$ cat src/hdl/vdp_pkg.sv
package vdp_pkg;

    typedef logic [15:0] word_t;        // vram, register and palette word
    typedef logic [15:0] vaddr_t;       // vram word address
    typedef logic  [7:0] byte_t;        // host bus byte
    typedef logic  [3:0] reg_num_t;     // host register number
    typedef logic  [3:0] nib_mask_t;    // one enable per nibble
    typedef logic  [7:0] color_idx_t;   // palette index
    typedef logic [11:0] rgb_t;         // 4:4:4 colour
    typedef logic  [3:0] intr_t;        // interrupt bits
    typedef logic  [7:0] coord_t;       // display counter

    // host register map
    localparam reg_num_t REG_VRAM_ADDR   = 4'h0;
    localparam reg_num_t REG_VRAM_DATA   = 4'h1;
    localparam reg_num_t REG_WR_MASK     = 4'h2;
    localparam reg_num_t REG_PAL_ADDR    = 4'h3;
    localparam reg_num_t REG_PAL_DATA    = 4'h4;
    localparam reg_num_t REG_INTR_MASK   = 4'h5;
    localparam reg_num_t REG_INTR_CLEAR  = 4'h6;   // write clears, read gives status
    localparam reg_num_t REG_INTR_SIGNAL = 4'h7;

    // tiny frame, pixels and lines
    localparam int H_VISIBLE    = 16;
    localparam int H_SYNC_START = 18;
    localparam int H_SYNC_END   = 20;
    localparam int H_TOTAL      = 24;
    localparam int V_VISIBLE    = 8;
    localparam int V_SYNC_START = 9;
    localparam int V_SYNC_END   = 10;
    localparam int V_TOTAL      = 12;

    localparam int WORDS_PER_LINE = H_VISIBLE / 2;  // two pixels per word

    localparam int VRAM_WORDS  = 256;               // short vram, address wraps
    localparam int VRAM_AW     = $clog2(VRAM_WORDS);
    localparam int PAL_ENTRIES = 256;

    localparam int INTR_VBLANK = 0;                 // raised at start of vsync

    typedef enum logic [1:0] {
        IDLE,
        VRAM_WRITE,
        VRAM_READ,
        PAL_WRITE
    } regs_state_e;

endpackage

$ cat src/hdl/palette_out.sv
`default_nettype none
`timescale 1ns/1ps

module palette_out(
    input  wire logic                   clk,
    input  wire logic                   reset_i,
    input  wire logic                   pal_wr_i,
    input  wire vdp_pkg::color_idx_t    pal_addr_i,
    input  wire vdp_pkg::word_t         pal_data_i,
    input  wire vdp_pkg::color_idx_t    color_idx_i,
    input  wire logic                   hsync_i,
    input  wire logic                   vsync_i,
    input  wire logic                   de_i,
    output logic                  [3:0] red_o,
    output logic                  [3:0] green_o,
    output logic                  [3:0] blue_o,
    output logic                        hsync_o,
    output logic                        vsync_o,
    output logic                        dv_de_o
);

vdp_pkg::word_t pal_mem [vdp_pkg::PAL_ENTRIES];
vdp_pkg::rgb_t  rgb_q;

always_ff @(posedge clk) begin
    if (pal_wr_i) begin
        pal_mem[pal_addr_i] <= pal_data_i;
    end
end

// lookup and sync share one register stage
always_ff @(posedge clk) begin
    if (reset_i) begin
        rgb_q   <= '0;
        hsync_o <= 1'b0;
        vsync_o <= 1'b0;
        dv_de_o <= 1'b0;
    end else begin
        rgb_q   <= de_i ? pal_mem[color_idx_i][11:0] : '0;   // black in blanking
        hsync_o <= hsync_i;
        vsync_o <= vsync_i;
        dv_de_o <= de_i;
    end
end

assign red_o   = rgb_q[11:8];
assign green_o = rgb_q[7:4];
assign blue_o  = rgb_q[3:0];

endmodule

`default_nettype wire

$ cat config.mk
export PLATFORM = sky130hd
export DESIGN_NAME = palette_out
export DESIGN_NICKNAME = d
export VERILOG_FILES = /design/src/hdl/vdp_pkg.sv /design/src/hdl/palette_out.sv
export SDC_FILE = /design/constraint.sdc
export NUM_CORES = 2
export LEC_CHECK = 0
export ABC_AREA = 1
export BUFFER_PORTS_ARGS = -buffer_cell sky130_fd_sc_hd__buf_4
export CELL_PAD_IN_SITES_DETAIL_PLACEMENT = 1
export CELL_PAD_IN_SITES_GLOBAL_PLACEMENT = 2
export CORE_MARGIN = 3
export CORE_UTILIZATION = 44
export DETAILED_ROUTE_END_ITERATION = 6
export PLACE_DENSITY = 0.84
export SLEW_MARGIN = 15
export SYNTH_ARGS = -nofsm -noshare
export SYNTH_HDL_FRONTEND = slang
export SYNTH_SLANG_ARGS = --single-unit
$ cat constraint.sdc
create_clock -name clk -period 2.4 [get_ports clk]
set_input_delay 0.12 -clock clk [delete_from_list [all_inputs] [get_ports clk]]
set_output_delay 0.12 -clock clk [all_outputs]
set_load 0.005 [all_outputs]
==> flow_metrics.tcl <==
set metrics [dict create \
    post-route-drc-count 0 \
    final_common_cell "nand2_1" \
    min_period_ps 2350 \
    final_area_mm2 0.146 \
    clk_latency_ps 890 \
    die_h_um 539 \
    initial_utilization 0.445 \
    netlist_instances 10300 \
    powerDensity_mw_per_mm2 798 \
    postCtsResizedCells 0 \
    maxCapViolCount 0 \
    ant_nets 0 \
    skew_ps 48.2 \
    grt_max_degree 98 \
    hpwl_mm 266 \
    die_width_um 539 \
    finalMaxSlewViolations 0 \
    via_count 88100 \
    post-cts-setup-buffers 0 \
    seqPwrFrac 0.509 \
    ys_types 18 \
    p_clk_frac 0.420 \
    setup-violations-final 0 \
    criticalPathCategory "in -> reg" \
    p_leak_nw 52.1 \
    outcome "completed" \
    path_common_cell "nand3_1" \
    tightest_slew_ps 907 \
    syn_area_mm2 0.125 \
    ios 53 \
    pre_cts_ws_ps -659 \
    wl_per_cell_um 28.1 \
    final_cell_mix "nand2_1 (3096), edfxtp_1 (3072), nand3_1 (2895)" \
    rsz0062_at_grt "no" \
    clk_pin_slew_ps 60 \
    worstSetupEndpointType "flip-flop" \
    utilization 0.521 \
    switchingPower_mw 27.0 \
    via_per_inst 5.88 \
    hold_depth 6 \
    rr_worst_depth 10 \
    gr-total-overflow 0 \
    port_buffers 48 \
    cts_buffers 327 \
    synth.avg_cell_area_um2 12.1 \
    cts.sinks 3087 \
    path_cells "buf_8 -> inv_16 -> buf_4 -> buf_12 -> buf_4 -> nand2_1 -> nand3_1 -> nand3_1 -> nand3_1 -> nand3_1 -> nand3_1 -> nand3_1 -> nand3_1 -> nand2_1 -> nor2_1" \
    maxSlewHeadroom 0.395 \
    area_delta_synth_final_pct 17.1 \
    antenna_found_initial 18 \
    cts_tree "done" \
    yosysWarnings 0 \
    path_max_fanout 65 \
    htreeDepth 5 \
    grt_pass1_wl_mm 616 \
    wl_mm 420 \
    clk_root_buffer_cell "clkbuf_16" \
    min_path_type "in -> reg" \
    nNetsFinal 11000 \
    pwr-share-comb 0.071 \
    holdBufCountCts 22 \
    sw_frac_of_total 0.231 \
    fin_ws_ps 51.6 \
    die_area_mm2 0.290 \
    required_ps 3190 \
    slowest_delay_ps 360 \
    drive_gt1_frac 0.128 \
    crit_arrival_ps 3140 \
    grt_usage 0.283 \
    rows 194 \
    grt_pass1_vias 92300 \
    coreArea_mm2 0.281 \
    clk_path_buf_depth 4 \
    place_area_mm2 0.136 \
    syn_nets 10400 \
    yosysSeqAreaShare 0.741 \
    finalHoldViolations 0 \
    start_kind "primary input" \
    gp_congestion 0.889 \
    max_clock_freq_mhz 426 \
    power.internal_mw 89.8 \
    cpMaxStageDelayCell "nand3_1" \
    drt_iter0_drc 9992 \
    ys_seq_elements 3087 \
    firstDrtPassIters 5 \
    finalCritPeriodShare 0.978 \
    vdd_drop_max_v 0.000706 \
]
==> layer usage <==
layer	track usage	part of all wire	up-vias
met5	0	0.00011	-
met4	0.140	0.055	6
met3	0.0392	0.070	915
met2	0.468	0.49	3791
met1	0.369	0.39	45200
li1	-	-	38100
==> area by class of cell <==
class	instances	area, um2
multi-input cells	6504	28200
inverters	42	199
clock buffers	410	8600
clock inverters	166	1530
flip-flops and latches	3087	92500
diodes	13	32.5
well taps	3724	4660
repair buffers	1022	10400
fillers	28600	135000
==> Yosys cell counts <==
library cell | number | area, um2
buf_1 | 67 | 251
buf_4 | 86 | 646
inv_2 | 1 | 3.75
dfxtp_1 | 15 | 300
clkbuf_1 | 142 | 533
buf_6 | 69 | 777
clkinv_1 | 2 | 7.51
nand3_1 | 2895 | 14500
o21ai_0 | 48 | 240
nor2_1 | 406 | 1520
buf_2 | 346 | 1730
inv_4 | 1 | 6.26
buf_8 | 1 | 15.0
nand2_1 | 3107 | 11700
edfxtp_1 | 3072 | 92200
o22ai_1 | 24 | 150
inv_1 | 38 | 143
a21oi_1 | 24 | 120
==> worst paths after layout <==
path	startpoint	endpoint	slack, ps
worst min register to register	pal_mem[45][8]	rgb_q[8]	1170
worst max register to register	pal_mem[140][0]	rgb_q[0]	120
worst min-delay path	pal_addr_i[5]	pal_mem[229][4]	100
worst max-delay path	color_idx_i[0]	rgb_q[0]	50
==> flip-flops by register name (all words and copies together), names as in the netlist <==
name     count
dv_de_o      1
vsync_o      1
hsync_o      1
pal_mem   3072
rgb_q       12
==> power by group through the flow <==
stage | clock network (mW) | logic (mW) | registers, mW
floorplan | 0 | 3.71 | 60.6
global placement | 0 | 7.88 | 60.6
detailed placement | 0 | 8.13 | 60.6
CTS | 49.5 | 8.24 | 59.5
global route | 51.6 | 8.82 | 59.4
finish | 49.0 | 8.28 | 59.5
==> kinds of logic after synthesis <==
| group | count (synthesis) | synth area share |
|---|---|---|
| DFF | 3087 | 0.741 |
| and+or+nand+nor | 6408 | 0.222 |
| buffers and inverters | 753 | 0.0330 |
| AOI/OAI and AO/OA | 96 | 0.00409 |
==> critical path, delay by kind of cell <==
family | cells | cell delay, ps
buffers and inverters | 5 | 1090
AND/OR/NAND/NOR | 10 | 1750
==> per-stage QoR <==
stage | power, mW | TNS [ps] | hold slack [ps] | cells
final | 117 | 0 | 100 | 15000
after floorplan | 64.3 | 0 | 191 | 10300
after global routing | 120 | 0 | 52.9 | 15000
after global placement | 68.5 | -5830 | 292 | 14400
after detailed placement | 68.7 | -6320 | 304 | 14400
after CTS | 117 | 0 | 24.3 | 15000
Power figures use the tool's default switching activity.
