==> config.mk <==
export PLATFORM = sky130hd
export DESIGN_NAME = vram_arbiter_flat
export DESIGN_NICKNAME = d
export VERILOG_FILES = /design/src/hdl/vdp_pkg.sv /design/src/hdl/vram_port_if.sv /design/src/hdl/vram_arbiter.sv /design/src/flat_wrapper.sv
export SDC_FILE = /design/constraint.sdc
export NUM_CORES = 2
export LEC_CHECK = 0
export BUFFER_PORTS_ARGS = -buffer_cell sky130_fd_sc_hd__buf_2
export CAP_MARGIN = 20
export CORE_MARGIN = 2
export CORE_UTILIZATION = 45
export DETAILED_ROUTE_END_ITERATION = 12
export PLACE_DENSITY = 0.71
export SETUP_SLACK_MARGIN = 0.1
export SLEW_MARGIN = 20
export SYNTH_ARGS = -nofsm -noshare
export SYNTH_HDL_FRONTEND = slang
export SYNTH_SLANG_ARGS = --single-unit
==> constraint.sdc <==
create_clock -name clk -period 4.57 [get_ports clk]
set_input_delay 0.6855 -clock clk [delete_from_list [all_inputs] [get_ports clk]]
set_output_delay 0.6855 -clock clk [all_outputs]
set_load 0.02 [all_outputs]
==> src/hdl/vdp_pkg.sv <==
package vdp_pkg;

    typedef logic [15:0] word_t;        // vram, register and palette word
    typedef logic [15:0] vaddr_t;       // vram word address
    typedef logic  [7:0] byte_t;        // host bus byte
    typedef logic  [3:0] reg_num_t;     // host register number
    typedef logic  [3:0] nib_mask_t;    // one enable per nibble
    typedef logic  [7:0] color_idx_t;   // palette index
    typedef logic [11:0] rgb_t;         // 4:4:4 colour
    typedef logic  [3:0] intr_t;        // interrupt bits
    typedef logic  [7:0] coord_t;       // display counter

    // host register map
    localparam reg_num_t REG_VRAM_ADDR   = 4'h0;
    localparam reg_num_t REG_VRAM_DATA   = 4'h1;
    localparam reg_num_t REG_WR_MASK     = 4'h2;
    localparam reg_num_t REG_PAL_ADDR    = 4'h3;
    localparam reg_num_t REG_PAL_DATA    = 4'h4;
    localparam reg_num_t REG_INTR_MASK   = 4'h5;
    localparam reg_num_t REG_INTR_CLEAR  = 4'h6;   // write clears, read gives status
    localparam reg_num_t REG_INTR_SIGNAL = 4'h7;

    // tiny frame, pixels and lines
    localparam int H_VISIBLE    = 16;
    localparam int H_SYNC_START = 18;
    localparam int H_SYNC_END   = 20;
    localparam int H_TOTAL      = 24;
    localparam int V_VISIBLE    = 8;
    localparam int V_SYNC_START = 9;
    localparam int V_SYNC_END   = 10;
    localparam int V_TOTAL      = 12;

    localparam int WORDS_PER_LINE = H_VISIBLE / 2;  // two pixels per word

    localparam int VRAM_WORDS  = 256;               // short vram, address wraps
    localparam int VRAM_AW     = $clog2(VRAM_WORDS);
    localparam int PAL_ENTRIES = 256;

    localparam int INTR_VBLANK = 0;                 // raised at start of vsync

    typedef enum logic [1:0] {
        IDLE,
        VRAM_WRITE,
        VRAM_READ,
        PAL_WRITE
    } regs_state_e;

endpackage

==> src/hdl/vram_port_if.sv <==
`default_nettype none
`timescale 1ns/1ps

// one requester's path into vram
interface vram_port_if;
    logic               sel;        // request, held until grant
    logic               wr;         // 1 = write, 0 = read
    vdp_pkg::nib_mask_t mask;       // nibble write enables
    vdp_pkg::vaddr_t    addr;
    vdp_pkg::word_t     wdata;
    logic               grant;      // request taken this cycle
    vdp_pkg::word_t     rdata;
    logic               rd_valid;   // rdata good one cycle after a read grant

    modport requester(output sel, wr, mask, addr, wdata,
                      input  grant, rdata, rd_valid);

    modport memory(input  sel, wr, mask, addr, wdata,
                   output grant, rdata, rd_valid);
endinterface

`default_nettype wire

==> src/hdl/vram_arbiter.sv <==
`default_nettype none
`timescale 1ns/1ps

module vram_arbiter(
    input  wire logic   clk,
    input  wire logic   reset_i,
    vram_port_if.memory vid,    // video fetch, always wins
    vram_port_if.memory cpu     // host side
);

vdp_pkg::word_t     mem [vdp_pkg::VRAM_WORDS];
vdp_pkg::word_t     rdata_q;
logic               go;         // some port granted
logic               go_wr;
vdp_pkg::nib_mask_t go_mask;
vdp_pkg::vaddr_t    go_addr;
vdp_pkg::word_t     go_wdata;
logic [vdp_pkg::VRAM_AW-1:0] idx;
logic               vid_rv_q;
logic               cpu_rv_q;

// fixed priority, cpu only in cycles video leaves free
assign vid.grant = vid.sel;
assign cpu.grant = cpu.sel && !vid.sel;

always_comb begin
    go = vid.sel || cpu.sel;
    if (vid.sel) begin
        go_wr    = vid.wr;
        go_mask  = vid.mask;
        go_addr  = vid.addr;
        go_wdata = vid.wdata;
    end else begin
        go_wr    = cpu.wr;
        go_mask  = cpu.mask;
        go_addr  = cpu.addr;
        go_wdata = cpu.wdata;
    end
end

assign idx = go_addr[vdp_pkg::VRAM_AW-1:0];    // upper bits wrap

always_ff @(posedge clk) begin
    if (go && go_wr) begin
        for (int n = 0; n < 4; n++) begin
            if (go_mask[n]) begin
                mem[idx][n*4 +: 4] <= go_wdata[n*4 +: 4];   // masked nibbles only
            end
        end
    end
    if (go && !go_wr) begin
        rdata_q <= mem[idx];
    end
end

always_ff @(posedge clk) begin
    if (reset_i) begin
        vid_rv_q <= 1'b0;
        cpu_rv_q <= 1'b0;
    end else begin
        vid_rv_q <= vid.grant && !vid.wr;
        cpu_rv_q <= cpu.grant && !cpu.wr;
    end
end

assign vid.rdata    = rdata_q;  // shared read register
assign cpu.rdata    = rdata_q;
assign vid.rd_valid = vid_rv_q;
assign cpu.rd_valid = cpu_rv_q;

// video leaves the next slot free, so a waiting cpu request gets in
assert property (@(posedge clk) disable iff (reset_i) vid.sel |=> !vid.sel);

endmodule

`default_nettype wire

==> src/flat_wrapper.sv <==
// flat-port wrapper written by rule: the top's interface ports become plain ports
module vram_arbiter_flat 
  (clk, reset_i, vid_sel, vid_wr, vid_mask, vid_addr, vid_wdata, vid_grant, vid_rdata, vid_rd_valid, cpu_sel, cpu_wr, cpu_mask, cpu_addr, cpu_wdata, cpu_grant, cpu_rdata, cpu_rd_valid);
  vram_port_if vid_i ();
  vram_port_if cpu_i ();
  input  wire logic clk;
  input  wire logic reset_i;
  input wire logic [$bits(vid_i.sel)-1:0] vid_sel;
  input wire logic [$bits(vid_i.wr)-1:0] vid_wr;
  input wire logic [$bits(vid_i.mask)-1:0] vid_mask;
  input wire logic [$bits(vid_i.addr)-1:0] vid_addr;
  input wire logic [$bits(vid_i.wdata)-1:0] vid_wdata;
  output wire logic [$bits(vid_i.grant)-1:0] vid_grant;
  output wire logic [$bits(vid_i.rdata)-1:0] vid_rdata;
  output wire logic [$bits(vid_i.rd_valid)-1:0] vid_rd_valid;
  input wire logic [$bits(cpu_i.sel)-1:0] cpu_sel;
  input wire logic [$bits(cpu_i.wr)-1:0] cpu_wr;
  input wire logic [$bits(cpu_i.mask)-1:0] cpu_mask;
  input wire logic [$bits(cpu_i.addr)-1:0] cpu_addr;
  input wire logic [$bits(cpu_i.wdata)-1:0] cpu_wdata;
  output wire logic [$bits(cpu_i.grant)-1:0] cpu_grant;
  output wire logic [$bits(cpu_i.rdata)-1:0] cpu_rdata;
  output wire logic [$bits(cpu_i.rd_valid)-1:0] cpu_rd_valid;
  assign vid_i.sel = vid_sel;
  assign vid_i.wr = vid_wr;
  assign vid_i.mask = vid_mask;
  assign vid_i.addr = vid_addr;
  assign vid_i.wdata = vid_wdata;
  assign vid_grant = vid_i.grant;
  assign vid_rdata = vid_i.rdata;
  assign vid_rd_valid = vid_i.rd_valid;
  assign cpu_i.sel = cpu_sel;
  assign cpu_i.wr = cpu_wr;
  assign cpu_i.mask = cpu_mask;
  assign cpu_i.addr = cpu_addr;
  assign cpu_i.wdata = cpu_wdata;
  assign cpu_grant = cpu_i.grant;
  assign cpu_rdata = cpu_i.rdata;
  assign cpu_rd_valid = cpu_i.rd_valid;
  vram_arbiter u_core (.clk(clk), .reset_i(reset_i), .vid(vid_i), .cpu(cpu_i));
endmodule
==> out/metrics.yaml <==
ys_types: 37
post_drt_wl_per_cell_um: 28.6
grt_start_max_net_pins: 256
drive_gt1_share_pct: 23.3
crit_path_start_kind: "input port"
worstHoldEndpoint: "u_core.vid.rd_valid"
clock_latency_ps: 920
cts_tree: "yes"
synth.most_common_cell: "edfxtp_1"
core_um2: 356000
grt_pass1_vias: 84500
dieHeight_um: 602
drt_first_pass_iters: 10
hpwl_um: 233000
synth_area_leaders: "edfxtp_1 77%, mux4_2 14%, nand2_1 2.6%"
grt_usage_pct: 21.2
grt_use_met1_pct: 28.3
r2r_slack_ps: 1960
min_period_ps: 3670
cts_buffers: 378
nets: 8646
cts-resized-gates: 0
grt_pass1_wl_um: 571000
ant_nets: 0
synth_common_cells: "4112 x edfxtp_1, 1131 x nand2_1, 1053 x nor2_1"
power.leakage_nw: 54.5
cap_viol_max_count: 0
clkPwrFrac_pct: 40.1
dieArea_um2: 363000
fmax_mhz: 272
rr_worst_depth: 6
fin_worst_skew_ps: 35.9
worstSetupPathType: "in -> reg"
clkTransAtPathRegs_ps: 70
syn_area_per_cell_um2: 19.4
comb_power_share_pct: 6.4
yosysTopAreaCellShare_pct: 76.7
use_met3_pct: 4.13
cts.sinks: 4114
hold_start: "vid_wr"
vdd_drop_max_uv: 312
swShare_pct: 21.6
area_growth_pct: 12.5
max_slew_margin_pct: 16.4
num_io_pins: 114
num_rows: 219
io_buffers: 97
internal_power_w: 0.0614
worstMarginPinSlew_ps: 1250
initial_core_util_pct: 45.2
period_share_pct: 80.4
r2r_start: "u_core.mem[194][5]"
setup_viol: 0
r2r_end: "u_core.cpu.rdata[5]"
overflow: 0
synth_cells: 8314
p_sw_w: 0.0169
ys.flop_type: "edfxtp_1"
clk_path_buf_depth: 4
hp-class: "in -> reg"
synth_edf_count: 4112
ys_seq_area_share_pct: 76.7
fin_cells: 13600
dp.cells: 12900
vias_per_cell: 6.04
critPathCaptureType: "flip-flop"
synthArstFlopShare_pct: 0
powerDensity_nw_per_um2: 432
post-route-util_pct: 50.9
whs_path_depth: 3
finalHoldViolCount: 0
gp_congestion: 0.863
synth_seq_cells: 4114
dr.first_iter.drc_count: 10600
met2_usage_pct: 35.1
synth_area_leader_cell: "edfxtp_1"
die_w_um: 602
cts_setup_buffers: 0
htreeDepth: 5
rsz0062_at_grt: "no"
antenna_found_initial: 16
arrival_ps: 4290
cts-root-buf: "clkbuf_16"
cts-hold-fix-buffers: 1
drcViolationCount: 0
busiest_layer: "met2"
dr_total_vias: 82300
crit_fanout: 24
status: "complete, no violations"
syn_area_um2: 161000
seqPwrFrac_pct: 53.5
synth_nets: 8392
yosys_warnings: 0
drt-total-wl_um: 390000
crit_required_ps: 5190
slew_viol_final: 0
metal layers:
layer,routed length [um],vias up
met5,35,-
met4,12900,6
met2,192000,4660
met1,146000,43200
met3,38800,663
li1,-,33700
worst max-delay path by stage:
stage                 start                   to  slack, ps  cells after the start
finish              vid_sel  u_core.cpu.rdata[5]        900                     11
global route        vid_sel  u_core.cpu.rdata[5]        770                     11
CTS                 vid_sel  u_core.cpu.rdata[4]        890                     11
detailed placement  vid_sel  u_core.cpu.rdata[5]        -60                     11
global placement    vid_sel  u_core.cpu.rdata[5]         -6                     11
floorplan           vid_sel    u_core.mem[0][10]        500                      5
state kept, by name (all words and copies together) (netlist names):
name and count:
u_core.mem 4096, u_core.cpu.rdata 16, u_core.cpu.rd_valid 1, u_core.vid.rd_valid 1
stage by stage:
step	instance area [um2]	hold slack, ps	setup TNS [ps]	power (W)	worst slack, ps
after floorplan	161000	758	0	0.0459	500
final	181000	122	0	0.0783	896
after detailed placement	169000	870	-73.9	0.0477	-56.3
after global routing	181000	130	0	0.0803	773
after CTS	181000	87.8	0	0.0786	887
after global placement	169000	871	-5.68	0.0476	-5.68
final cells by class:
type	count	area [um2]
diodes	6	15.0
clock buffers	439	9930
clock inverters	241	2240
fillers	27200	175000
inverters	4	15.0
multi-input cells	3617	35200
flip-flops and latches	4114	124000
well taps	4751	5940
repair buffers	453	4220
cell families (layout without fill, tap and decap cells):
family          after synthesis  after routing  share of synthesized area [%]
compound gates              340            340                           1.83
buf+inv                     583           1137                           1.69
simple gates               2233           2233                           5.28
mux                        1044           1044                           14.5
flops                      4114           4114                           76.7
other cells                   0              6                              0
cell usage in the layout, fill, tap and decap left out, types with 3 or more instances in the layout:
| cell | Yosys | layout |
|---|---|---|
| clkinv_8 | 0 | 5 |
| nand2_1 | 1131 | 1123 |
| and3_1 | 3 | 3 |
| o41ai_1 | 48 | 48 |
| and3b_1 | 3 | 3 |
| clkinvlp_4 | 0 | 26 |
| clkinv_4 | 0 | 10 |
| nand2_4 | 0 | 6 |
| clkbuf_8 | 0 | 3 |
| o2111ai_1 | 16 | 16 |
| mux4_2 | 1024 | 1024 |
| diode_2 | 0 | 6 |
| buf_12 | 0 | 83 |
| nor4_1 | 16 | 16 |
| clkinv_1 | 0 | 91 |
| or2_4 | 0 | 6 |
| inv_6 | 0 | 12 |
| clkbuf_1 | 335 | 48 |
| nand3_1 | 8 | 8 |
| nor2_1 | 1053 | 1053 |
| buf_4 | 39 | 271 |
| clkbuf_16 | 0 | 388 |
| edfxtp_1 | 4112 | 4112 |
| mux2_8 | 0 | 18 |
| nor2b_1 | 3 | 3 |
| nand2b_1 | 6 | 4 |
| a41oi_1 | 256 | 256 |
| bufinv_16 | 0 | 37 |
| o21ai_2 | 0 | 4 |
| inv_1 | 4 | 4 |
| clkinv_2 | 0 | 59 |
| buf_2 | 67 | 97 |
power groups by stage:
stage	combinational, W	sequential (W)	clock [W]
6_report	0.00500	0.0419	0.0314
5_1_grt	0.00529	0.0419	0.0331
4_1_cts	0.00500	0.0419	0.0317
3_5_place_dp	0.00499	0.0427	0
3_3_place_gp	0.00486	0.0427	0
2_1_floorplan	0.00307	0.0428	0
worst max-delay path, cell delays in order:
cell and delay, ps:
buf_2 340, mux2_8 580, buf_12 280, buf_4 350, buf_4 230, mux4_2 500
nand2_1 90, a41oi_1 120, o41ai_1 700, buf_4 260, o2111ai_1 120
(Power assumes the default switching activity.)
