`src/hdl/vdp_pkg.sv`:
```
package vdp_pkg;

    typedef logic [15:0] word_t;        // vram, register and palette word
    typedef logic [15:0] vaddr_t;       // vram word address
    typedef logic  [7:0] byte_t;        // host bus byte
    typedef logic  [3:0] reg_num_t;     // host register number
    typedef logic  [3:0] nib_mask_t;    // one enable per nibble
    typedef logic  [7:0] color_idx_t;   // palette index
    typedef logic [11:0] rgb_t;         // 4:4:4 colour
    typedef logic  [3:0] intr_t;        // interrupt bits
    typedef logic  [7:0] coord_t;       // display counter

    // host register map
    localparam reg_num_t REG_VRAM_ADDR   = 4'h0;
    localparam reg_num_t REG_VRAM_DATA   = 4'h1;
    localparam reg_num_t REG_WR_MASK     = 4'h2;
    localparam reg_num_t REG_PAL_ADDR    = 4'h3;
    localparam reg_num_t REG_PAL_DATA    = 4'h4;
    localparam reg_num_t REG_INTR_MASK   = 4'h5;
    localparam reg_num_t REG_INTR_CLEAR  = 4'h6;   // write clears, read gives status
    localparam reg_num_t REG_INTR_SIGNAL = 4'h7;

    // tiny frame, pixels and lines
    localparam int H_VISIBLE    = 16;
    localparam int H_SYNC_START = 18;
    localparam int H_SYNC_END   = 20;
    localparam int H_TOTAL      = 24;
    localparam int V_VISIBLE    = 8;
    localparam int V_SYNC_START = 9;
    localparam int V_SYNC_END   = 10;
    localparam int V_TOTAL      = 12;

    localparam int WORDS_PER_LINE = H_VISIBLE / 2;  // two pixels per word

    localparam int VRAM_WORDS  = 256;               // short vram, address wraps
    localparam int VRAM_AW     = $clog2(VRAM_WORDS);
    localparam int PAL_ENTRIES = 256;

    localparam int INTR_VBLANK = 0;                 // raised at start of vsync

    typedef enum logic [1:0] {
        IDLE,
        VRAM_WRITE,
        VRAM_READ,
        PAL_WRITE
    } regs_state_e;

endpackage

```
`src/hdl/intr_ctrl.sv`:
```
`default_nettype none
`timescale 1ns/1ps

module intr_ctrl(
    input  wire logic           clk,
    input  wire logic           reset_i,
    input  wire vdp_pkg::intr_t mask_i,     // enabled sources
    input  wire vdp_pkg::intr_t clear_i,    // strobe from host
    input  wire vdp_pkg::intr_t signal_i,   // strobe from host
    input  wire logic           vblank_i,
    output vdp_pkg::intr_t      status_o,   // pending bits
    output logic                bus_intr_o
);

vdp_pkg::intr_t sig;

always_comb begin
    sig = signal_i;
    sig[vdp_pkg::INTR_VBLANK] = signal_i[vdp_pkg::INTR_VBLANK] | vblank_i;
end

always_ff @(posedge clk) begin
    if (reset_i) begin
        status_o   <= '0;
        bus_intr_o <= 1'b0;
    end else begin
        bus_intr_o <= |(sig & mask_i & ~status_o);     // only on newly pending bits
        status_o   <= (status_o | sig) & ~clear_i;
    end
end

assert property (@(posedge clk) disable iff (reset_i) bus_intr_o |-> mask_i != '0);

endmodule

`default_nettype wire

```
`config.mk`:
```
export PLATFORM = sky130hd
export DESIGN_NAME = intr_ctrl
export DESIGN_NICKNAME = d
export VERILOG_FILES = /design/src/hdl/vdp_pkg.sv /design/src/hdl/intr_ctrl.sv
export SDC_FILE = /design/constraint.sdc
export NUM_CORES = 1
export LEC_CHECK = 0
export ABC_CLOCK_PERIOD_IN_PS = 900
export BUFFER_PORTS_ARGS = -buffer_cell sky130_fd_sc_hd__buf_4
export CAP_MARGIN = 40
export CORE_AREA = 2 2 39 41
export CTS_BUF_LIST = sky130_fd_sc_hd__clkbuf_8
export DETAILED_ROUTE_END_ITERATION = 8
export DIE_AREA = 0 0 41 43
export GPL_TIMING_DRIVEN = 0
export SLEW_MARGIN = 0
export SYNTH_ARGS = -nofsm -noshare
export SYNTH_HDL_FRONTEND = slang
export SYNTH_SLANG_ARGS = --single-unit
export TNS_END_PERCENT = 20
```
`constraint.sdc`:
```
create_clock -name clk -period 0.9 [get_ports clk]
set_clock_uncertainty 0.05 [all_clocks]
set_input_delay 0.045 -clock clk [delete_from_list [all_inputs] [get_ports clk]]
set_output_delay 0.045 -clock clk [all_outputs]
set_load 0.02 [all_outputs]
```
==> results of run 1 <==
[flip-flops by register name, summed over array words and instances, names as in the netlist]
register	count
status_o	4
bus_intr_o	1
[metal layers]
metal | vias up | GRT usage [%]
met1 | 103 | 7.69
met4 | 0 | 4.00
li1 | 125 | -
met2 | 11 | 10.6
met3 | 0 | 3.14
met5 | - | 0
[final cells by class]
type	count	area share (%)
clock buffer	3	8.92
clock inverter	1	0.811
inverter	1	0.811
multi-input combinational	13	21.6
sequential	5	21.9
tap	16	4.32
timing repair buffer	24	41.6
[logic make-up after synthesis]
family / Yosys count
simple gates: 11
flops: 5
compound gates: 2
buf+inv: 1
[worst paths after layout]
check	to	cells past startpoint	start	slack (ns)
max reg2reg	bus_intr_o	2	status_o[3]	0.13
max	status_o[2]	3	reset_i	0.10
min reg2reg	status_o[3]	2	status_o[3]	0.43
min	status_o[3]	3	signal_i[3]	0.05
[report_power, final]
part | switching (mW) | internal, mW | leakage, nW
Combinational | 0.0516 | 0.0868 | 0.149
Sequential | 0.00685 | 0.237 | 0.0417
Clock | 0.110 | 0.292 | 0.0269
Total | 0.168 | 0.616 | 0.218
[worst min-delay path, stage by stage]
cell and delay, ns:
buf_4 0.08, nor2_1 0.03, nor3_1 0.10
[cell usage in the layout (no fill, tap or decap)]
| cell type | netlist | routed |
|---|---|---|
| a41oi_2 | 1 | 1 |
| buf_4 | 0 | 19 |
| clkbuf_8 | 0 | 3 |
| clkinv_1 | 1 | 1 |
| dfxtp_1 | 5 | 4 |
| dfxtp_2 | 0 | 1 |
| dlygate4sd3_1 | 0 | 5 |
| inv_1 | 0 | 1 |
| nand3b_1 | 2 | 2 |
| nand3b_4 | 1 | 1 |
| nor2_1 | 3 | 3 |
| nor3_1 | 5 | 5 |
| o211ai_2 | 1 | 1 |
[timing repair]
action | 4_1_cts | 5_1_grt
buffers inserted | 0 | 0
endpoints found under the hold margin | 5 | 0
hold buffers | 5 | 0
==> flow_summary.json, run 1 <==
{
  "cts-root-buf": "clkbuf_8",
  "syn_area_per_cell_um2": 10.7,
  "synth_edf_count": 0,
  "pre_cts_ws_ns": 0.131,
  "finalHoldViolCount": 0,
  "synth_xor_xnor_area_share_pct": 0,
  "insertion_delay_ns": 0.22,
  "cts_resized": 0,
  "critPathMaxFanout": 5,
  "grt_pass1_wl_um": 807,
  "antenna_cells": 0,
  "hold_slack_ns": 0.0463,
  "synth_nets": 34,
  "coreArea_um2": 1380,
  "drive_above_1_share_pct": 55.3,
  "cts_max_level": 1,
  "finalNetCount": 63,
  "synthMuxAreaShare_pct": 0,
  "p_leak_nw": 0.218,
  "start_kind": "input pin",
  "period_needed_ns": 0.798,
  "cts_buffers": 3,
  "die_w_um": 41,
  "initial_core_util_pct": 14.7,
  "seqCellArea_um2": 101,
  "layout_worst_path_cycle_share_pct": 88.7,
  "drv_cap": 0,
  "synth_common_cells": "dfxtp_1 (5), nor3_1 (5), nor2_1 (3), nand3b_1 (2)",
  "slew_headroom_pct": 89.1,
  "yosys.area_share.adder_pct": 0,
  "ant_nets": 0,
  "yosys.area_share.simple_pct": 35.0,
  "drt-initial-drc-count": 2,
  "hp-class": "in2reg",
  "ioPinCount": 20,
  "syn_to_final_growth_pct": 127,
  "crit_path_end_kind": "register",
  "critPathKind": "in2reg",
  "async_flop_share_pct": 0,
  "status": "completed",
  "grt_overflow": 0,
  "wl_per_cell_um": 8.68,
  "multi_input_area_um2": 100,
  "yosysTopAreaCell": "dfxtp_1",
  "critPathRequiredTime_ns": 0.99,
  "setup_ws_ns": 0.102,
  "drv_slew": 0,
  "stdcell_count": 63,
  "arrival_ns": 0.89,
  "cts_buffer_depth": 2,
  "firstDrtPassIters": 2,
  "tritoncts": "done",
  "p_total_uw": 784,
  "grt_max_degree": 6,
  "rows": 14,
  "power_density_nw_per_um2": 1690,
  "cts.sinks": 5,
  "wl_met2_um": 256,
  "synth-seq-area-share_pct": 49.1,
  "cts.clk_slew.worst_paths_ns": 0.04,
  "syn_inst": 19,
  "gp_congestion": 0.599,
  "ys.warnings.count": 0,
  "path_cells": "dlygate4sd3_1 -> buf_4 -> nor3_1",
  "cp_num_buf_inv": 2,
  "grt_use_total_pct": 7.02,
  "rsz0062_at_grt": "no",
  "first_global_vias": 215,
  "setup_tns_ns": 0,
  "placed_cells": 54,
  "critical_path.top_delay_family": "buffers and inverters",
  "slowest_stage": "dlygate4sd3_1",
  "vdd_ir_drop_max_mv": 0.594,
  "synth_top_family_by_area": "simple AND/OR/NAND/NOR gates",
  "ys.flop_type": "dfxtp_1",
  "synth_compound_area_share_pct": 14.1,
  "worst_pin_slew_ns": 0.162,
  "portBuffers": 19,
  "dieHeight_um": 43,
  "vias": 239,
  "final_util_pct": 33.5,
  "fmax_ghz": 1.25,
  "top_layer_used": "met3",
  "drc_errors": 0,
  "met1_length_um": 226,
  "wl_um": 547,
  "place_area_um2": 368,
  "ys_top_cells_by_area": "dfxtp_1 (49%), nor3_1 (12%), nand3b_4 (9.8%)",
  "yosysUniqueCellTypes": 8,
  "dieArea_um2": 1760,
  "ys_ff_latch": 5,
  "synth_top_area_share_pct": 49.1,
  "nFillCells": 159,
  "antenna_found_initial": 0,
  "viasPerCell": 3.79,
  "max_stage_delay_ns": 0.53,
  "finalSetupViolCount": 0,
  "stdcell_area_um2": 463,
  "wl_met3_um": 64,
  "syn_area_um2": 204
}
Note: power is estimated with default switching activity, not from simulation.
==> run 2, diff against run 1 <==
HOLD_SLACK_MARGIN = 0.12   (was unset)
MAX_ROUTING_LAYER = met4   (was unset)
==> flow_summary.json, run 2 (synthesis results as in run 1) <==
{
  "slowest_stage": "dlygate4sd3_1",
  "worst_pin_slew_ns": 0.162,
  "max_stage_delay_ns": 0.53,
  "wl_per_cell_um": 8.32,
  "grt_max_degree": 6,
  "drive_above_1_share_pct": 49.1,
  "fmax_ghz": 1.15,
  "ioPinCount": 20,
  "path_cells": "dlygate4sd3_1 -> buf_4 -> nand3b_1 -> a41oi_2",
  "grt_overflow": 0,
  "grt_pass1_wl_um": 841,
  "first_global_vias": 231,
  "seqCellArea_um2": 101,
  "r2r-start": "status_o[3]",
  "insertion_delay_ns": 0.22,
  "dieHeight_um": 43,
  "cts.sinks": 5,
  "initial_core_util_pct": 14.7,
  "portBuffers": 19,
  "antenna_cells": 0,
  "p_int_uw": 633,
  "dieArea_um2": 1760,
  "hp-class": "in2reg",
  "p_comb_share_pct": 19.8,
  "wl_um": 574,
  "postCtsHoldBufs": 11,
  "drt-initial-drc-count": 1,
  "antenna_found_initial": 0,
  "post_cts_buffers": 0,
  "rsz0062_at_grt": "no",
  "critical_path.top_delay_family": "buffers and inverters",
  "tritoncts": "done",
  "regMostFlops": "status_o",
  "p_leak_nw": 0.243,
  "vias": 265,
  "cp_num_buf_inv": 2,
  "finalNetCount": 69,
  "p_sw_share_pct": 21.4,
  "critPathMaxFanout": 2,
  "drc_errors": 0,
  "cts_buffers": 3,
  "coreArea_um2": 1380,
  "ant_nets": 0,
  "cts-root-buf": "clkbuf_8",
  "slew_headroom_pct": 89.1,
  "vdd_ir_drop_max_mv": 0.595,
  "crit_path_end_kind": "register",
  "cts.clk_slew.worst_paths_ns": 0.04,
  "viasPerCell": 3.84,
  "top_regs": "status_o (4), bus_intr_o (1)",
  "cts_max_level": 1,
  "finalHoldViolCount": 0,
  "worstSetupStartpoint": "signal_i[3]",
  "die_w_um": 41,
  "layout.cells.most_common": "buf_4",
  "cts_buffer_depth": 2,
  "mostFrequentLayoutCells": "buf_4 (19), dlygate4sd3_1 (11), nor3_1 (5)",
  "gp_congestion": 0.602,
  "power_density_nw_per_um2": 1540,
  "drv_slew": 0,
  "syn_to_final_growth_pct": 156,
  "start_kind": "input pin",
  "layout_worst_path_cycle_share_pct": 96.8,
  "finalSetupViolCount": 0,
  "clkPwrFrac_pct": 50.0,
  "nFillCells": 157,
  "largest_reg_flops": 4,
  "arrival_ns": 0.91,
  "critPathKind": "in2reg",
  "seqPwrFrac_pct": 30.2,
  "status": "completed",
  "drv_cap": 0,
  "rows": 14,
  "firstDrtPassIters": 2,
  "grt_use_total_pct": 7.50,
  "period_needed_ns": 0.871,
  "setup_tns_ns": 0,
  "multi_input_area_um2": 100,
  "p_total_uw": 805,
  "critPathRequiredTime_ns": 0.94,
  "switching_power_uw": 172,
  "hold_start": "signal_i[0]"
}
run 2: cell type report:
type / instances / share of cell area [%]
clock buffer: 3 / 7.89
clock inverter: 1 / 0.718
inverter: 1 / 0.718
multi-input combinational: 13 / 19.1
sequential: 5 / 19.4
tap: 16 / 3.83
timing repair buffer: 30 / 48.3
run 2: worst paths after layout:
| check | depth (start not counted) | end | slack (ns) |
|---|---|---|---|
| max | 4 | bus_intr_o | 0.03 |
| min | 3 | status_o[0] | 0.06 |
| max reg2reg | 2 | bus_intr_o | 0.12 |
| min reg2reg | 2 | status_o[3] | 0.43 |
run 2: worst min-delay path, stage by stage:
cell and delay, ns:
buf_4 0.09, nor3_1 0.04, nor3_1 0.10
run 2: repair_timing:
item,CTS,global route
gates resized for setup,0,0
hold endpoints to repair,5,1
endpoints found under the setup margin,0,0
run 2: metrics by stage:
stage	utilization [%]	worst slack [ns]	hold slack, ns	cells	cell area [um2]
after floorplan	-	0.0170	0.0583	19	205
after global placement	26.6	0.131	0.152	54	368
after detailed placement	26.6	0.131	0.154	54	368
after CTS	37.8	0.0313	0.0621	69	523
after global routing	37.8	0.00896	0.0928	69	523
final	37.8	0.0289	0.0587	69	523
run 2: layer usage:
metal	GRT usage, %	routed length, um	vias to the layer above	share of wire [%]
met4	4.00	0	0	0
met5	-	0	-	0
met1	8.33	237	117	41
met3	3.14	57	0	9.9
li1	-	-	137	-
met2	10.9	279	11	49
run 2: power by group through the flow:
stage	logic, mW	registers, mW	clock network, mW
final	0.159	0.243	0.402
after global routing	0.172	0.245	0.432
after CTS	0.162	0.244	0.417
after detailed placement	0.124	0.247	0
after global placement	0.123	0.247	0
after floorplan	0.0282	0.263	0
