[src/hdl/vdp_pkg.sv]
package vdp_pkg;

    typedef logic [15:0] word_t;        // vram, register and palette word
    typedef logic [15:0] vaddr_t;       // vram word address
    typedef logic  [7:0] byte_t;        // host bus byte
    typedef logic  [3:0] reg_num_t;     // host register number
    typedef logic  [3:0] nib_mask_t;    // one enable per nibble
    typedef logic  [7:0] color_idx_t;   // palette index
    typedef logic [11:0] rgb_t;         // 4:4:4 colour
    typedef logic  [3:0] intr_t;        // interrupt bits
    typedef logic  [7:0] coord_t;       // display counter

    // host register map
    localparam reg_num_t REG_VRAM_ADDR   = 4'h0;
    localparam reg_num_t REG_VRAM_DATA   = 4'h1;
    localparam reg_num_t REG_WR_MASK     = 4'h2;
    localparam reg_num_t REG_PAL_ADDR    = 4'h3;
    localparam reg_num_t REG_PAL_DATA    = 4'h4;
    localparam reg_num_t REG_INTR_MASK   = 4'h5;
    localparam reg_num_t REG_INTR_CLEAR  = 4'h6;   // write clears, read gives status
    localparam reg_num_t REG_INTR_SIGNAL = 4'h7;

    // tiny frame, pixels and lines
    localparam int H_VISIBLE    = 16;
    localparam int H_SYNC_START = 18;
    localparam int H_SYNC_END   = 20;
    localparam int H_TOTAL      = 24;
    localparam int V_VISIBLE    = 8;
    localparam int V_SYNC_START = 9;
    localparam int V_SYNC_END   = 10;
    localparam int V_TOTAL      = 12;

    localparam int WORDS_PER_LINE = H_VISIBLE / 2;  // two pixels per word

    localparam int VRAM_WORDS  = 256;               // short vram, address wraps
    localparam int VRAM_AW     = $clog2(VRAM_WORDS);
    localparam int PAL_ENTRIES = 256;

    localparam int INTR_VBLANK = 0;                 // raised at start of vsync

    typedef enum logic [1:0] {
        IDLE,
        VRAM_WRITE,
        VRAM_READ,
        PAL_WRITE
    } regs_state_e;

endpackage

[src/hdl/vram_port_if.sv]
`default_nettype none
`timescale 1ns/1ps

// one requester's path into vram
interface vram_port_if;
    logic               sel;        // request, held until grant
    logic               wr;         // 1 = write, 0 = read
    vdp_pkg::nib_mask_t mask;       // nibble write enables
    vdp_pkg::vaddr_t    addr;
    vdp_pkg::word_t     wdata;
    logic               grant;      // request taken this cycle
    vdp_pkg::word_t     rdata;
    logic               rd_valid;   // rdata good one cycle after a read grant

    modport requester(output sel, wr, mask, addr, wdata,
                      input  grant, rdata, rd_valid);

    modport memory(input  sel, wr, mask, addr, wdata,
                   output grant, rdata, rd_valid);
endinterface

`default_nettype wire

[src/hdl/video_scan.sv]
`default_nettype none
`timescale 1ns/1ps

module video_scan(
    input  wire logic           clk,
    input  wire logic           reset_i,
    vram_port_if.requester      vram,
    output vdp_pkg::color_idx_t color_idx_o,    // pixel x, one cycle after its fetch
    output logic                hsync_o,
    output logic                vsync_o,
    output logic                de_o,
    output logic                vblank_o        // single pulse at vsync start
);

vdp_pkg::coord_t        h_q;
vdp_pkg::coord_t        v_q;
vdp_pkg::color_idx_t    lo_q;       // odd pixel of the last word
logic                   h_end;
logic                   visible;

assign h_end   = (h_q == vdp_pkg::coord_t'(vdp_pkg::H_TOTAL - 1));
assign visible = (h_q < vdp_pkg::H_VISIBLE) && (v_q < vdp_pkg::V_VISIBLE);

// one word per even pixel
assign vram.sel   = visible && !h_q[0];
assign vram.wr    = 1'b0;
assign vram.mask  = '0;
assign vram.wdata = '0;
assign vram.addr  = vdp_pkg::vaddr_t'(v_q) * vdp_pkg::vaddr_t'(vdp_pkg::WORDS_PER_LINE) +
                    vdp_pkg::vaddr_t'(h_q[7:1]);

assign vblank_o = (v_q == vdp_pkg::coord_t'(vdp_pkg::V_SYNC_START)) && (h_q == '0);

always_ff @(posedge clk) begin
    if (reset_i) begin
        h_q     <= vdp_pkg::coord_t'(vdp_pkg::H_TOTAL - 1);    // park in blanking
        v_q     <= vdp_pkg::coord_t'(vdp_pkg::V_TOTAL - 1);
        hsync_o <= 1'b0;
        vsync_o <= 1'b0;
        de_o    <= 1'b0;
    end else begin
        h_q <= h_end ? '0 : h_q + 1'b1;
        if (h_end) begin
            v_q <= (v_q == vdp_pkg::coord_t'(vdp_pkg::V_TOTAL - 1)) ? '0 : v_q + 1'b1;
        end
        // delayed one cycle to match the returned word
        hsync_o <= (h_q >= vdp_pkg::H_SYNC_START) && (h_q < vdp_pkg::H_SYNC_END);
        vsync_o <= (v_q >= vdp_pkg::V_SYNC_START) && (v_q < vdp_pkg::V_SYNC_END);
        de_o    <= visible;
    end
end

always_ff @(posedge clk) begin
    if (vram.rd_valid) begin
        lo_q <= vram.rdata[7:0];
    end
end

// high byte straight from vram, low byte one cycle later
assign color_idx_o = vram.rd_valid ? vram.rdata[15:8] : lo_q;

// fetch is never held off by the host
assert property (@(posedge clk) disable iff (reset_i)
    vram.sel |-> vram.grant ##1 vram.rd_valid);

endmodule

`default_nettype wire

[src/flat_wrapper.sv]
// flat-port wrapper written by rule: the top's interface ports become plain ports
module video_scan_flat 
  (clk, reset_i, color_idx_o, hsync_o, vsync_o, de_o, vblank_o, vram_sel, vram_wr, vram_mask, vram_addr, vram_wdata, vram_grant, vram_rdata, vram_rd_valid);
  vram_port_if vram_i ();
  input  wire logic clk;
  input  wire logic reset_i;
  output vdp_pkg::color_idx_t color_idx_o;
  output logic hsync_o;
  output logic vsync_o;
  output logic de_o;
  output logic vblank_o;
  output wire logic [$bits(vram_i.sel)-1:0] vram_sel;
  output wire logic [$bits(vram_i.wr)-1:0] vram_wr;
  output wire logic [$bits(vram_i.mask)-1:0] vram_mask;
  output wire logic [$bits(vram_i.addr)-1:0] vram_addr;
  output wire logic [$bits(vram_i.wdata)-1:0] vram_wdata;
  input wire logic [$bits(vram_i.grant)-1:0] vram_grant;
  input wire logic [$bits(vram_i.rdata)-1:0] vram_rdata;
  input wire logic [$bits(vram_i.rd_valid)-1:0] vram_rd_valid;
  assign vram_sel = vram_i.sel;
  assign vram_wr = vram_i.wr;
  assign vram_mask = vram_i.mask;
  assign vram_addr = vram_i.addr;
  assign vram_wdata = vram_i.wdata;
  assign vram_i.grant = vram_grant;
  assign vram_i.rdata = vram_rdata;
  assign vram_i.rd_valid = vram_rd_valid;
  video_scan u_core (.clk(clk), .reset_i(reset_i), .vram(vram_i), .color_idx_o(color_idx_o), .hsync_o(hsync_o), .vsync_o(vsync_o), .de_o(de_o), .vblank_o(vblank_o));
endmodule
[config.mk]
export PLATFORM = sky130hd
export DESIGN_NAME = video_scan_flat
export DESIGN_NICKNAME = d
export VERILOG_FILES = /design/src/hdl/vdp_pkg.sv /design/src/hdl/vram_port_if.sv /design/src/hdl/video_scan.sv /design/src/flat_wrapper.sv
export SDC_FILE = /design/constraint.sdc
export NUM_CORES = 1
export LEC_CHECK = 0
export BUFFER_PORTS_ARGS = -buffer_cell sky130_fd_sc_hd__buf_2
export CAP_MARGIN = 20
export CORE_MARGIN = 4
export CORE_UTILIZATION = 48
export DETAILED_ROUTE_END_ITERATION = 16
export PLACE_DENSITY = 0.83
export RECOVER_POWER = 50
export SLEW_MARGIN = 20
export SYNTH_ARGS = -nofsm -noshare
export SYNTH_HDL_FRONTEND = slang
export SYNTH_SLANG_ARGS = --single-unit
[constraint.sdc]
create_clock -name clk -period 2.1 [get_ports clk]
set_clock_uncertainty 0.1 [all_clocks]
set_input_delay 0.21 -clock clk [delete_from_list [all_inputs] [get_ports clk]]
set_output_delay 0.21 -clock clk [all_outputs]
set_load 0.01 [all_outputs]
==> impl_summary.md <==
Run status
The flow ran to the end, but the final reports show violations. The checks that failed: setup timing.

Timing
The tightest slew margin relative to the limit is 0.482. The number of hold violations in the final report is 0. Setup repair after global routing could not meet its margin everywhere.

For the pin with the worst max-slew slack, the measured transition is 0.778 ns. The slack of the critical path is -0.166 ns. The maximum clock frequency is roughly 440 MHz. The setup TNS is -0.538 ns.

The total count of max-transition violations in the final report is 0. The minimum clock period after layout is around 2.3 ns. The tightest hold margin is 0.138 ns. Of the available clock period, the critical path in the final layout requires 1.08. The number of setup violations in the final report is 7.

Setup path
The kind of end point of the critical path is an output port. The maximum net fanout on the critical path is 2. The worst setup path endpoint is vram_addr[7]. The critical path in this run is classified as flop to output port. The number of cells on the worst reg-to-reg path is 5. The required time at the worst-slack endpoint is approximately 1.8 ns.

The arrival time at the worst endpoint is between 1.5 and 2 ns. The critical path starts at u_core.v_q[0]$_SDFFE_PP1P_. The worst setup path is launched from a flop. The register-to-register setup slack is approximately 0.25 ns. The reg-to-reg startpoint is u_core.h_q[0]$_SDFF_PP1_.

The worst register-to-register path ends at u_core.v_q[6]$_SDFFE_PP0P_.

Drt
The vias per cell is 5.22. The number of detailed-routing iterations run before antenna repair is 4. The detail route stage leaves a number of antenna-violating nets equal to 0. The total number of vias is 1489. The routed wirelength normalized by instance count is 14.0 um. The routed design has 4.00 mm of wire. After the first detailed-routing iteration, the DRC count stood at 37.

The number of remaining DRC errors is 0.

Yosys
The top flip-flop cell by instance count after synthesis is dfxtp_1. For this run, the register share of the synthesized area comes to 0.372. The cell count after synthesis is about 180. By area the synthesized netlist is led by dfxtp_1 (23%), edfxtp_1 (14%), buf_4 (13%), ha_1 (6.7%), mux2_2 (5.4%).

After synthesis, the netlist uses 41 different library cells. The biggest area contributor in the post-synthesis netlist is dfxtp_1. For this run, asynchronously set or reset flops after synthesis account for 0.

The library cell with the highest instance count after synthesis is buf_4. In this run, synthesis produced a sequential element count of 27. After synthesis the cells add up to 0.00167 mm^2. The fraction of synthesized cell area taken by the top area cell type is 0.228. Ranked by instance count, the synthesized netlist is headed by buf_4 (28), dfxtp_1 (19), nand2_1 (10). Counting flops with a built-in enable in the synthesized netlist gives 8. The mean cell area of the mapped netlist is around 9.5 um^2.

For this run, the number of Yosys warnings is 0.

Cells and area
The net count of the finished layout is 270. Measured on the finished design, the core utilization comes to 0.652. The footprint of the flip-flops and latches is 648 um^2.

The repair_antennas step left the layout with diodes totalling 0. Once layout is complete, the cells apart from fillers number 285. Fill cells in the final layout number 253. The total area of multi-input combinational cells is 986 um^2. The relative area change from synthesis to final layout is 30.3%. The ratio of cells with drive above 1 in the final layout is 0.402.

Clock tree
The clock tree root driver cell is clkbuf_4. The clock reaches the later pin of the worst-skew pair after 0.33 ns. The number of buffers created by CTS is 3.

TritonCTS built the clock tree. Counting along the longest clock path gives a buffer depth of 2. The number of sinks handled by clock tree synthesis is 27.

The clock input transition at the sequential cells of the worst setup and hold paths is 0.15 ns. In this run the number of H-tree levels came out at 1.

Placed design
The cell count after placement is 260. OpenSTA, run right after detailed placement, puts the worst setup slack at 0.0696 ns. The number of port buffers is 43.

Summed over all nets, the half-perimeter wirelength after detailed placement is between 2 and 3 mm. The routability congestion estimate is 0.808.

Floorplanning
Row generation in the floorplan step produced 21 rows. The core box area is 0.00334 mm^2. The initial utilization of the core area, before any placement, comes to 0.501. The die covers 0.00449 mm^2. The vertical die dimension is 67.0 um. The boundary pin count is 70. In this run the horizontal extent of the chip is 67.0 um.

Global routing
The first-pass GRT wire length is 5.66 mm. The initial antenna violation count is 0. The global route total overflow is 0. Entering global routing, the biggest net connects 17 pins. The via count of the first global-routing pass was 1364. The total routing resource utilization after global routing is 0.163.

Power
In this run the power density over the cells is 817 mW/mm^2. The worst supply voltage drop on vdd is 0.578 mV. Summed over all cells, the static leakage comes to slightly below 1 nW.

Job
Across the run, the number of max-cap violations was 0.

Min path
The worst hold path belongs to the class input pin to flop.
stage by stage:
| step | instance area (um^2) | total power, mW |
|---|---|---|
| after floorplan | 1760 | 1.18 |
| after global placement | 1840 | 1.31 |
| after detailed placement | 1840 | 1.33 |
| after CTS | 2070 | 1.66 |
| after global routing | 2180 | 1.90 |
| final | 2180 | 1.78 |
repair_timing:
action                                  4_1_cts  5_1_grt
pin swaps                                    10       10
setup buffers                                 8        5
endpoints found under the hold margin         8        0
endpoints found under the setup margin        7        7
resized for setup                            18       19
hold buffers                                  8        0
power breakdown:
part | switching, mW | internal, mW
clock | 0.155 | 0.0730
sequential | 0.0844 | 0.613
combinational | 0.452 | 0.402
per-layer routing:
layer | GRT usage | routed length, um | up-vias
met5 | 0 | 0 | -
met4 | 0.0380 | 113 | 0
met3 | 0.0455 | 329 | 13
met2 | 0.322 | 2110 | 72
met1 | 0.166 | 1450 | 704
li1 | - | - | 700
flip-flops by register name, summed over array words and instances, names as in the netlist:
name,cells
u_core.de_o,1
u_core.v_q,8
u_core.vsync_o,1
u_core.lo_q,8
u_core.hsync_o,1
u_core.h_q,8
final cells by class:
type	instances	share of cell area
Timing Repair Buffer	69	0.195
Inverter	8	0.0138
Clock buffer	3	0.0103
Multi-Input combinational cell	131	0.453
Tap cell	46	0.0264
Clock inverter	1	0.00345
Sequential cell	27	0.298
kinds of logic (layout without fill, tap and decap cells):
| family | count (synthesis) | in the layout | synth area share |
|---|---|---|---|
| AOI/OAI and AO/OA | 30 | 30 | 0.118 |
| xor gates and xnor gates | 9 | 9 | 0.0472 |
| adders and majority gates | 10 | 10 | 0.0794 |
| buffers and inverters | 42 | 81 | 0.159 |
| DFF | 27 | 27 | 0.372 |
| muxes | 8 | 8 | 0.0539 |
| other | 1 | 25 | 0.00225 |
| and+or+nand+nor | 49 | 49 | 0.169 |
placed cells by master (no fill, tap or decap), types with 6 or more instances in the layout:
cell type and count:
buf_4 17, inv_1 7, edfxtp_1 8, conb_1 25
dlygate4sd3_1 8, nand3_1 6, buf_2 36, clkbuf_1 7
mux2_2 8, dfxtp_4 6, nor2_1 7, nand2_1 9
dfxtp_1 9
critical path, stage by stage, from the launching register on:
cell,delay (ns)
dfxtp_2,0.36
ha_4,0.16
fa_2,0.33
a21o_1,0.21
a21oi_2,0.17
buf_4,0.15
xnor2_2,0.09
buf_2,0.14
worst min path at each step:
stage / startpoint / end / slack, ns / cells after the start
final: reset_i / u_core.de_o$_SDFF_PP0_ / 0.14 / 2
after global routing: reset_i / u_core.v_q[6]$_SDFFE_PP0P_ / 0.16 / 2
after CTS: reset_i / u_core.de_o$_SDFF_PP0_ / 0.13 / 2
after detailed placement: vram_rdata[0] / u_core.lo_q[0]$_DFFE_PP_ / 0.29 / 1
after global placement: vram_rdata[0] / u_core.lo_q[0]$_DFFE_PP_ / 0.29 / 1
after floorplan: reset_i / u_core.vsync_o$_SDFF_PP0_ / 0.19 / 1
(Power assumes the default switching activity.)
